### src/cplx_status_pkg.sv
package cplx_status_pkg;

  // sticky status word that travels with each result
  localparam int STATUS_W = 2;

  // saturation happened somewhere along the way
  localparam int ST_OV = 0;

  // rounding threw away nonzero bits
  localparam int ST_NX = 1;

endpackage

### src/cplx_fmt_pkg.sv
package cplx_fmt_pkg;

  // one real component in Q1.15
  localparam int COMP_W = 16;
  localparam int FRAC_W = 15;

  // exact product of two components
  localparam int PROD_W = 2 * COMP_W;

  // product plus aligned addend, two guard bits on top
  localparam int ACC_W = PROD_W + 2;

  // vector lanes per complex word
  localparam int LANES = 2;

  // saturation limits, nearly +1 and exactly -1
  localparam logic signed [COMP_W-1:0] COMP_MAX = {1'b0, {(COMP_W-1){1'b1}}};
  localparam logic signed [COMP_W-1:0] COMP_MIN = {1'b1, {(COMP_W-1){1'b0}}};

  // complex word, seen as re/im pair or as two vector lanes
  // lane 0 overlays re, lane 1 overlays im
  typedef union packed {
    struct packed {
      logic [COMP_W-1:0] im;
      logic [COMP_W-1:0] re;
    } parts;
    logic [LANES-1:0][COMP_W-1:0] lane;
  } cplx_word_u;

endpackage
### src/complex_mul.sv
module complex_mul (
  input  logic                                 clk_i,
  input  logic                                 reset_i,
  input  logic [4*cplx_fmt_pkg::COMP_W-1:0]    operands_i,
  input  logic                                 in_valid_i,
  output logic                                 in_ready_o,
  input  logic                                 flush_i,
  output cplx_fmt_pkg::cplx_word_u             result_o,
  output logic [cplx_status_pkg::STATUS_W-1:0] status_o,
  output logic                                 out_valid_o,
  input  logic                                 out_ready_i,
  output logic                                 busy_o
);

  import cplx_fmt_pkg::*;
  import cplx_status_pkg::*;

  logic [COMP_W-1:0]   a1, b1, a2, b2;
  logic [COMP_W-1:0]   neg_b1;
  logic                neg_ov;
  cplx_word_u          lhs0, rhs0;
  cplx_word_u          lhs1_d, rhs1_d;
  // stage 1 operands, kept in step with the stage 0 entry
  cplx_word_u          lhs1_q, rhs1_q;
  logic                neg_ov_q;
  cplx_word_u          mul_result;
  logic [STATUS_W-1:0] mul_status;
  logic [STATUS_W-1:0] fma_status_in;
  logic                mul_valid, fma_in_ready;
  logic                mul_busy, fma_busy;

  // packed as {b2, a2, b1, a1}
  assign a1 = operands_i[0*COMP_W +: COMP_W];
  assign b1 = operands_i[1*COMP_W +: COMP_W];
  assign a2 = operands_i[2*COMP_W +: COMP_W];
  assign b2 = operands_i[3*COMP_W +: COMP_W];

  // -(-1) does not fit, clamp it
  assign neg_ov = (b1 == COMP_MIN);
  assign neg_b1 = neg_ov ? COMP_MAX : -b1;

  // stage 0 lanes: a1*a2 and a1*b2
  always_comb begin
    lhs0.parts.re   = a1;
    lhs0.parts.im   = a1;
    rhs0.parts.re   = a2;
    rhs0.parts.im   = b2;
    // stage 1 lanes: -b1*b2 and b1*a2
    lhs1_d.parts.re = neg_b1;
    lhs1_d.parts.im = b1;
    rhs1_d.parts.re = b2;
    rhs1_d.parts.im = a2;
  end

  // load together with stage 0 so the sender may move on
  always_ff @(posedge clk_i) begin
    if (in_valid_i && in_ready_o) begin
      lhs1_q   <= lhs1_d;
      rhs1_q   <= rhs1_d;
      neg_ov_q <= neg_ov;
    end
  end

  always_comb begin
    fma_status_in        = mul_status;
    fma_status_in[ST_OV] = mul_status[ST_OV] | neg_ov_q;
  end

  lane_mul_stage mul_add0 (
    .clk_i       (clk_i),
    .reset_i     (reset_i),
    .flush_i     (flush_i),
    .in_valid_i  (in_valid_i),
    .in_ready_o  (in_ready_o),
    .lhs_i       (lhs0),
    .rhs_i       (rhs0),
    .out_valid_o (mul_valid),
    .out_ready_i (fma_in_ready),
    .result_o    (mul_result),
    .status_o    (mul_status),
    .busy_o      (mul_busy)
  );

  lane_fma_stage mul_add1 (
    .clk_i       (clk_i),
    .reset_i     (reset_i),
    .flush_i     (flush_i),
    .in_valid_i  (mul_valid),
    .in_ready_o  (fma_in_ready),
    .lhs_i       (lhs1_q),
    .rhs_i       (rhs1_q),
    .addend_i    (mul_result),
    .status_i    (fma_status_in),
    .out_valid_o (out_valid_o),
    .out_ready_i (out_ready_i),
    .result_o    (result_o),
    .status_o    (status_o),
    .busy_o      (fma_busy)
  );

  assign busy_o = mul_busy | fma_busy;

  // pipeline comes out of reset empty
  a_reset_idle: assert property (
    @(posedge clk_i) reset_i |=> !out_valid_o && !busy_o
  );

endmodule

### src/lane_fma_stage.sv
module lane_fma_stage (
  input  logic                                 clk_i,
  input  logic                                 reset_i,
  input  logic                                 flush_i,
  input  logic                                 in_valid_i,
  output logic                                 in_ready_o,
  input  cplx_fmt_pkg::cplx_word_u             lhs_i,
  input  cplx_fmt_pkg::cplx_word_u             rhs_i,
  input  cplx_fmt_pkg::cplx_word_u             addend_i,
  input  logic [cplx_status_pkg::STATUS_W-1:0] status_i,
  output logic                                 out_valid_o,
  input  logic                                 out_ready_i,
  output cplx_fmt_pkg::cplx_word_u             result_o,
  output logic [cplx_status_pkg::STATUS_W-1:0] status_o,
  output logic                                 busy_o
);

  import cplx_fmt_pkg::*;
  import cplx_status_pkg::*;

  cplx_word_u          sum_word;
  logic [LANES-1:0]    lane_ov;
  logic [LANES-1:0]    lane_nx;
  logic [STATUS_W-1:0] merged_status;

  for (genvar l = 0; l < LANES; l++) begin : g_lane
    logic signed [PROD_W-1:0] prod;
    logic signed [ACC_W-1:0]  addend_ext;
    logic signed [ACC_W-1:0]  sum;

    assign prod = $signed(lhs_i.lane[l]) * $signed(rhs_i.lane[l]);

    // move the addend up to the product's binary point
    assign addend_ext = $signed(addend_i.lane[l]) <<< FRAC_W;

    // exact sum, rounded only once below
    assign sum = prod + addend_ext;

    fixed_round_sat round_i (
      .wide_i (sum),
      .comp_o (sum_word.lane[l]),
      .ov_o   (lane_ov[l]),
      .nx_o   (lane_nx[l])
    );
  end

  // keep whatever the earlier stages flagged
  always_comb begin
    merged_status        = status_i;
    merged_status[ST_OV] = status_i[ST_OV] | (|lane_ov);
    merged_status[ST_NX] = status_i[ST_NX] | (|lane_nx);
  end

  lane_pipe_reg pipe_i (
    .clk_i       (clk_i),
    .reset_i     (reset_i),
    .flush_i     (flush_i),
    .in_valid_i  (in_valid_i),
    .in_ready_o  (in_ready_o),
    .data_i      (sum_word),
    .status_i    (merged_status),
    .out_valid_o (out_valid_o),
    .out_ready_i (out_ready_i),
    .data_o      (result_o),
    .status_o    (status_o),
    .full_o      (busy_o)
  );

  // flags carried in must still be set on the way out
  a_status_sticky: assert property (
    @(posedge clk_i) disable iff (reset_i)
    (in_valid_i && in_ready_o) |=> ((status_o | $past(status_i)) == status_o)
  );

endmodule

### src/lane_mul_stage.sv
module lane_mul_stage (
  input  logic                                 clk_i,
  input  logic                                 reset_i,
  input  logic                                 flush_i,
  input  logic                                 in_valid_i,
  output logic                                 in_ready_o,
  input  cplx_fmt_pkg::cplx_word_u             lhs_i,
  input  cplx_fmt_pkg::cplx_word_u             rhs_i,
  output logic                                 out_valid_o,
  input  logic                                 out_ready_i,
  output cplx_fmt_pkg::cplx_word_u             result_o,
  output logic [cplx_status_pkg::STATUS_W-1:0] status_o,
  output logic                                 busy_o
);

  import cplx_fmt_pkg::*;
  import cplx_status_pkg::*;

  cplx_word_u          prod_word;
  logic [LANES-1:0]    lane_ov;
  logic [LANES-1:0]    lane_nx;
  logic [STATUS_W-1:0] lane_status;

  for (genvar l = 0; l < LANES; l++) begin : g_lane
    logic signed [PROD_W-1:0] prod;
    logic signed [ACC_W-1:0]  prod_ext;

    // exact product, 30 fraction bits
    assign prod     = $signed(lhs_i.lane[l]) * $signed(rhs_i.lane[l]);
    assign prod_ext = prod;

    // -1 * -1 lands above COMP_MAX and saturates here
    fixed_round_sat round_i (
      .wide_i (prod_ext),
      .comp_o (prod_word.lane[l]),
      .ov_o   (lane_ov[l]),
      .nx_o   (lane_nx[l])
    );
  end

  always_comb begin
    lane_status        = '0;
    lane_status[ST_OV] = |lane_ov;
    lane_status[ST_NX] = |lane_nx;
  end

  lane_pipe_reg pipe_i (
    .clk_i       (clk_i),
    .reset_i     (reset_i),
    .flush_i     (flush_i),
    .in_valid_i  (in_valid_i),
    .in_ready_o  (in_ready_o),
    .data_i      (prod_word),
    .status_i    (lane_status),
    .out_valid_o (out_valid_o),
    .out_ready_i (out_ready_i),
    .data_o      (result_o),
    .status_o    (status_o),
    .full_o      (busy_o)
  );

endmodule

### src/lane_pipe_reg.sv
module lane_pipe_reg (
  input  logic                               clk_i,
  input  logic                               reset_i,
  input  logic                               flush_i,
  input  logic                               in_valid_i,
  output logic                               in_ready_o,
  input  logic [31:0]                        data_i,
  input  logic [cplx_status_pkg::STATUS_W-1:0] status_i,
  output logic                               out_valid_o,
  input  logic                               out_ready_i,
  output logic [31:0]                        data_o,
  output logic [cplx_status_pkg::STATUS_W-1:0] status_o,
  output logic                               full_o
);

  import cplx_status_pkg::*;

  logic                valid_q;
  logic [31:0]         data_q;
  logic [STATUS_W-1:0] status_q;

  // accept when empty or when the entry leaves this cycle
  assign in_ready_o = ~valid_q | out_ready_i;

  always_ff @(posedge clk_i) begin
    if (reset_i || flush_i) begin
      valid_q <= 1'b0;
    end else if (in_ready_o) begin
      valid_q <= in_valid_i;
    end
  end

  // payload only moves on a transfer in
  always_ff @(posedge clk_i) begin
    if (in_valid_i && in_ready_o) begin
      data_q   <= data_i;
      status_q <= status_i;
    end
  end

  assign out_valid_o = valid_q;
  assign full_o      = valid_q;
  assign data_o      = data_q;
  assign status_o    = status_q;

  // stalled output must hold still
  a_stall_stable: assert property (
    @(posedge clk_i) disable iff (reset_i)
    (out_valid_o && !out_ready_i) |=> $stable(data_o) && $stable(status_o)
  );

  // nothing survives a flush
  a_flush_clears: assert property (
    @(posedge clk_i) disable iff (reset_i)
    flush_i |=> !out_valid_o
  );

endmodule

### src/fixed_round_sat.sv
module fixed_round_sat (
  input  logic signed [cplx_fmt_pkg::ACC_W-1:0]  wide_i,
  output logic        [cplx_fmt_pkg::COMP_W-1:0] comp_o,
  output logic                                   ov_o,
  output logic                                   nx_o
);

  import cplx_fmt_pkg::*;

  // integer part after dropping the extra fraction bits
  logic signed [ACC_W-FRAC_W-1:0] kept;
  logic                           guard;
  logic                           sticky;
  logic                           round_up;
  // one extra bit so the increment cannot wrap
  logic signed [ACC_W-FRAC_W:0]   rounded;

  assign kept   = wide_i[ACC_W-1:FRAC_W];
  assign guard  = wide_i[FRAC_W-1];
  assign sticky = |wide_i[FRAC_W-2:0];

  // round to nearest, ties go to the even neighbour
  assign round_up = guard & (sticky | kept[0]);

  assign rounded = kept + $signed({1'b0, round_up});

  // any dropped one makes the result inexact
  assign nx_o = |wide_i[FRAC_W-1:0];

  // clamp into the Q1.15 range
  always_comb begin
    ov_o   = 1'b0;
    comp_o = rounded[COMP_W-1:0];
    if (rounded > COMP_MAX) begin
      comp_o = COMP_MAX;
      ov_o   = 1'b1;
    end else if (rounded < COMP_MIN) begin
      comp_o = COMP_MIN;
      ov_o   = 1'b1;
    end
  end

endmodule

### config.mk
export PLATFORM = sky130hd
export DESIGN_NAME = complex_mul
export DESIGN_NICKNAME = d
export VERILOG_FILES = /design/src/cplx_status_pkg.sv /design/src/cplx_fmt_pkg.sv /design/src/complex_mul.sv /design/src/lane_fma_stage.sv /design/src/lane_mul_stage.sv /design/src/lane_pipe_reg.sv /design/src/fixed_round_sat.sv
export SDC_FILE = /design/constraint.sdc
export NUM_CORES = 2
export LEC_CHECK = 0
export ABC_AREA = 1
export BUFFER_PORTS_ARGS = -buffer_cell sky130_fd_sc_hd__buf_2
export CORE_ASPECT_RATIO = 1.1
export CORE_UTILIZATION = 55
export CTS_BUF_LIST = sky130_fd_sc_hd__clkbuf_8
export DETAILED_ROUTE_END_ITERATION = 10
export GPL_TIMING_DRIVEN = 0
export PLACE_DENSITY = 0.69
export SLEW_MARGIN = 20
export SYNTH_ARGS = -nofsm -noshare
export SYNTH_HDL_FRONTEND = slang
export SYNTH_SLANG_ARGS = --single-unit
### constraint.sdc
create_clock -name clk_i -period 8.8 [get_ports clk_i]
set_input_delay 0.44 -clock clk_i [delete_from_list [all_inputs] [get_ports clk_i]]
set_output_delay 0.44 -clock clk_i [all_outputs]
set_load 0.02 [all_outputs]
==> flow_results.xml <==
<?xml version="1.0" encoding="UTF-8"?>
<metrics>
  <group name="critical_path">
    <metric name="timing.critical_path.to_type" unit="">register</metric>
    <metric name="crit_path_top_delay_cell" unit="">fa_1</metric>
    <metric name="worst-r2r-setup-slack" unit="ps">390</metric>
    <metric name="crit_required" unit="ps">9080</metric>
    <metric name="critical-path-max-stage-delay" unit="ps">630</metric>
    <metric name="reg2reg_depth" unit="">36</metric>
    <metric name="critical_path.reg2reg.endpoint" unit="">mul_add1.pipe_i.data_o[28]</metric>
    <metric name="worst-setup-path-type" unit="">register to register</metric>
    <metric name="timing.rr.start" unit="">lhs1_q[26]</metric>
    <metric name="crit_path_max_fanout" unit="">10</metric>
    <metric name="worst_ep_arrival_time" unit="ps">8690</metric>
    <metric name="startpoint_type" unit="">register</metric>
    <metric name="critical_path.most_common_cell" unit="">nand2_1</metric>
  </group>
  <group name="clocking">
    <metric name="cts_tree" unit="">done</metric>
    <metric name="clk-insertion-delay-late" unit="ps">550</metric>
    <metric name="cts_setup_buffers" unit="">0</metric>
    <metric name="clock-root-buffer" unit="">clkbuf_8</metric>
    <metric name="cts_htree_levels" unit="">4</metric>
    <metric name="cts_buffer_depth" unit="">2</metric>
    <metric name="path_clk_slew" unit="ps">110</metric>
    <metric name="cts_buffers" unit="">17</metric>
    <metric name="clock-sinks" unit="">135</metric>
  </group>
  <group name="detailed_routing">
    <metric name="dr_iter_0_viols" unit="">3051</metric>
    <metric name="finalWirelength" unit="mm">149</metric>
    <metric name="route.vias.total" unit="">42800</metric>
    <metric name="vias_per_inst" unit="">5.16</metric>
    <metric name="final_antenna_net_count" unit="">0</metric>
    <metric name="drc" unit="">0</metric>
    <metric name="route.detailed.wl_per_inst" unit="um">17.9</metric>
    <metric name="drt_pass1_iterations" unit="">7</metric>
  </group>
  <group name="layout">
    <metric name="multiInputGateArea" unit="sq mm">0.0397</metric>
    <metric name="nets" unit="">8542</metric>
    <metric name="nFillCells" unit="">8915</metric>
    <metric name="register_area" unit="sq mm">0.00403</metric>
    <metric name="post_route_cells_drive_above_1_share" unit="">0.0445</metric>
    <metric name="finish.utilization" unit="">0.584</metric>
    <metric name="syn_to_final_growth" unit="%">4.89</metric>
    <metric name="non_filler_instance_count_after_layout" unit="">8296</metric>
  </group>
  <group name="floorplan">
    <metric name="coreArea" unit="sq mm">0.0943</metric>
    <metric name="initial_core_util" unit="">0.557</metric>
    <metric name="pin_count" unit="">106</metric>
    <metric name="die_h" unit="um">326</metric>
    <metric name="floorplan.rows" unit="">118</metric>
    <metric name="die_x_extent" unit="um">297</metric>
    <metric name="die_area" unit="sq mm">0.0967</metric>
  </group>
  <group name="synthesis">
    <metric name="synth.largest_area_cell" unit="">fa_1</metric>
    <metric name="post-synth-top-count-cell" unit="">inv_1</metric>
    <metric name="number_of_flops_mapped_to_enable_cells_by_yosys" unit="">133</metric>
    <metric name="syn_area" unit="sq mm">0.0525</metric>
    <metric name="post_synth_main_area_contributors" unit="">fa_1 (42%), inv_1 (15%), nand2_1 (14%), ha_1 (8.6%), edfxtp_1 (7.6%)</metric>
    <metric name="synth_flop_cell" unit="">edfxtp_1</metric>
    <metric name="syn-mean-instance-area" unit="sq um">7.62</metric>
    <metric name="synth.yosys.warnings" unit="">0</metric>
    <metric name="synth.net_count" unit="">8418</metric>
    <metric name="area_share_of_the_largest_cell_type_after_synthesis" unit="">0.416</metric>
    <metric name="async_flop_share" unit="">0</metric>
    <metric name="post_synth_most_frequent_cells" unit="">inv_1 (2,068), nand2_1 (1,901), fa_1 (1,092), ha_1 (363), nor2_1 (264)</metric>
    <metric name="ys_seq_elements" unit="">135</metric>
    <metric name="synth.distinct_cells" unit="">51</metric>
    <metric name="synth_seq_area_share" unit="">0.0768</metric>
    <metric name="netlist_instances" unit="">6894</metric>
  </group>
  <group name="place">
    <metric name="detailedPlace.worstSlack" unit="ps">-115</metric>
    <metric name="hpwlAfterDp" unit="mm">130</metric>
    <metric name="portBuffers" unit="">105</metric>
    <metric name="globalplace.congestion" unit="">0.985</metric>
    <metric name="dpl.cell_count" unit="">8261</metric>
  </group>
  <group name="timing">
    <metric name="relSlewSlack" unit="">0.337</metric>
    <metric name="setup_skew" unit="ps">35.4</metric>
    <metric name="max_freq" unit="MHz">119</metric>
    <metric name="setup-violations-final" unit="">0</metric>
    <metric name="finalHoldViolCount" unit="">0</metric>
    <metric name="rsz0062_at_grt" unit="">no</metric>
    <metric name="finalWorstPathRequiredPeriod" unit="ps">8410</metric>
    <metric name="maxSlewViolCount" unit="">0</metric>
    <metric name="postLayoutSetupSlackWorst" unit="ps">391</metric>
    <metric name="finalCritPeriodShare" unit="">0.956</metric>
    <metric name="tightestPinTransition" unit="ps">994</metric>
    <metric name="fin_tns_setup" unit="ps">0</metric>
  </group>
  <group name="global_routing">
    <metric name="grt_pass1_vias" unit="">44900</metric>
    <metric name="global_route_wire_length_before_repair" unit="mm">237</metric>
    <metric name="global_route.usage.total" unit="">0.323</metric>
    <metric name="grt_antenna_before_repair" unit="">8</metric>
    <metric name="grt_max_degree" unit="">78</metric>
    <metric name="aggregate_global_routing_overflow" unit="">0</metric>
  </group>
  <group name="status">
    <metric name="outcome" unit="">complete, no violations</metric>
  </group>
  <group name="worst_hold_path">
    <metric name="hold_depth" unit="">1</metric>
    <metric name="timing.hold.worst.start" unit="">operands_i[30]</metric>
    <metric name="hold_path_end" unit="">lhs1_q[30]</metric>
    <metric name="min_path_type" unit="">input port to register</metric>
  </group>
  <group name="job">
    <metric name="timing.max_cap.violations" unit="">0</metric>
  </group>
</metrics>
## worst max-delay path by stage
stage / startpoint / endpoint / slack, ps / depth (start not counted)
after CTS: lhs1_q[26] / mul_add1.pipe_i.status_o[0] / 50 / 37
after global routing: operands_i[52] / mul_add0.pipe_i.status_o[0] / 20 / 34
after detailed placement: operands_i[49] / mul_add0.pipe_i.status_o[0] / -110 / 32
after global placement: lhs1_q[26] / mul_add1.pipe_i.status_o[0] / -280 / 35
after floorplan: rhs1_q[17] / mul_add1.pipe_i.status_o[0] / 1740 / 36
final: lhs1_q[26] / mul_add1.pipe_i.data_o[28] / 390 / 36
## flip-flops by register name (all words and copies together), names as in the netlist
register                  count
mul_add1.pipe_i.status_o      2
neg_ov_q                      1
mul_add1.pipe_i.data_o       32
lhs1_q                       32
mul_add0.pipe_i.status_o      2
mul_add1.pipe_i.full_o        1
mul_add0.pipe_i.data_o       32
rhs1_q                       32
mul_add0.pipe_i.full_o        1
## metal layers
layer | GRT usage | up-vias | part of all wire
li1 | - | 19900 | -
met1 | 0.401 | 20900 | 0.38
met2 | 0.549 | 1588 | 0.49
met3 | 0.0547 | 363 | 0.080
met4 | 0.144 | 8 | 0.050
met5 | 0 | - | 0.00038
## cells by family after synthesis
kind of cell,share of synthesized area
compound gates,0.0249
flops,0.0768
xor+xnor,0.0201
buf+inv,0.168
simple gates,0.208
fa+ha+maj,0.503
## per-stage QoR
step | hold slack [ps] | cell area (sq um)
global placement | 486 | 54600
CTS | 125 | 55100
global route | 129 | 55100
finish | 147 | 55100
detailed placement | 528 | 54700
floorplan | 466 | 52500
## cells in the final DEF, fill, tap and decap left out, types with 7 or more instances in the layout
cell type  netlist  layout
nand2_1       1901    1901
inv_1         2068    2067
nor2_2          23      23
nand3b_1        20      20
o21ai_1         24      24
nor4_1           9       8
xnor2_1         37      37
a21oi_1        107     107
clkbuf_8         0      17
nand4_1         93      93
clkbuf_1       227     219
ha_1           363     363
buf_2            2     107
o21ai_2         12      12
nor3_2           9       9
nor3_1          32      32
nand3_2         11      11
nor2_4          12      12
o21ai_0         69      69
nand2_2         33      33
edfxtp_1       133     133
or2_2           17      17
xor2_1          75      75
a21oi_2          7       7
fa_1          1092    1092
inv_2           21      21
nand3_1        185     185
nor2_1         264     264
## final cells by class
type	instances	share of cell area
multi-input cells	4429	0.721
clock inverters	15	0.00241
repair buffers	107	0.0105
plain buffers	236	0.0172
well taps	1260	0.0286
inverters	2092	0.143
flip-flops and latches	135	0.0732
diodes	5	0.000227
clock buffers	17	0.00425
## worst max-delay path: cells and delay by family (launching register included)
family                     cells  cell delay [ps]
and+or+nand+nor               18             2220
AOI/OAI and AO/OA              1               60
adders and majority gates      9             4100
DFF                            1              330
buffers and inverters          8             1400
## repair_timing
item | 4_1_cts | 5_1_grt
endpoints found under the hold margin | 0 | 0
gates resized for setup | 0 | 13
hold buffers | 0 | 0
setup endpoints to repair | 0 | 16
Power is not shown: default switching activity piles up to over one toggle a cycle in this logic, so the estimate is an artifact.
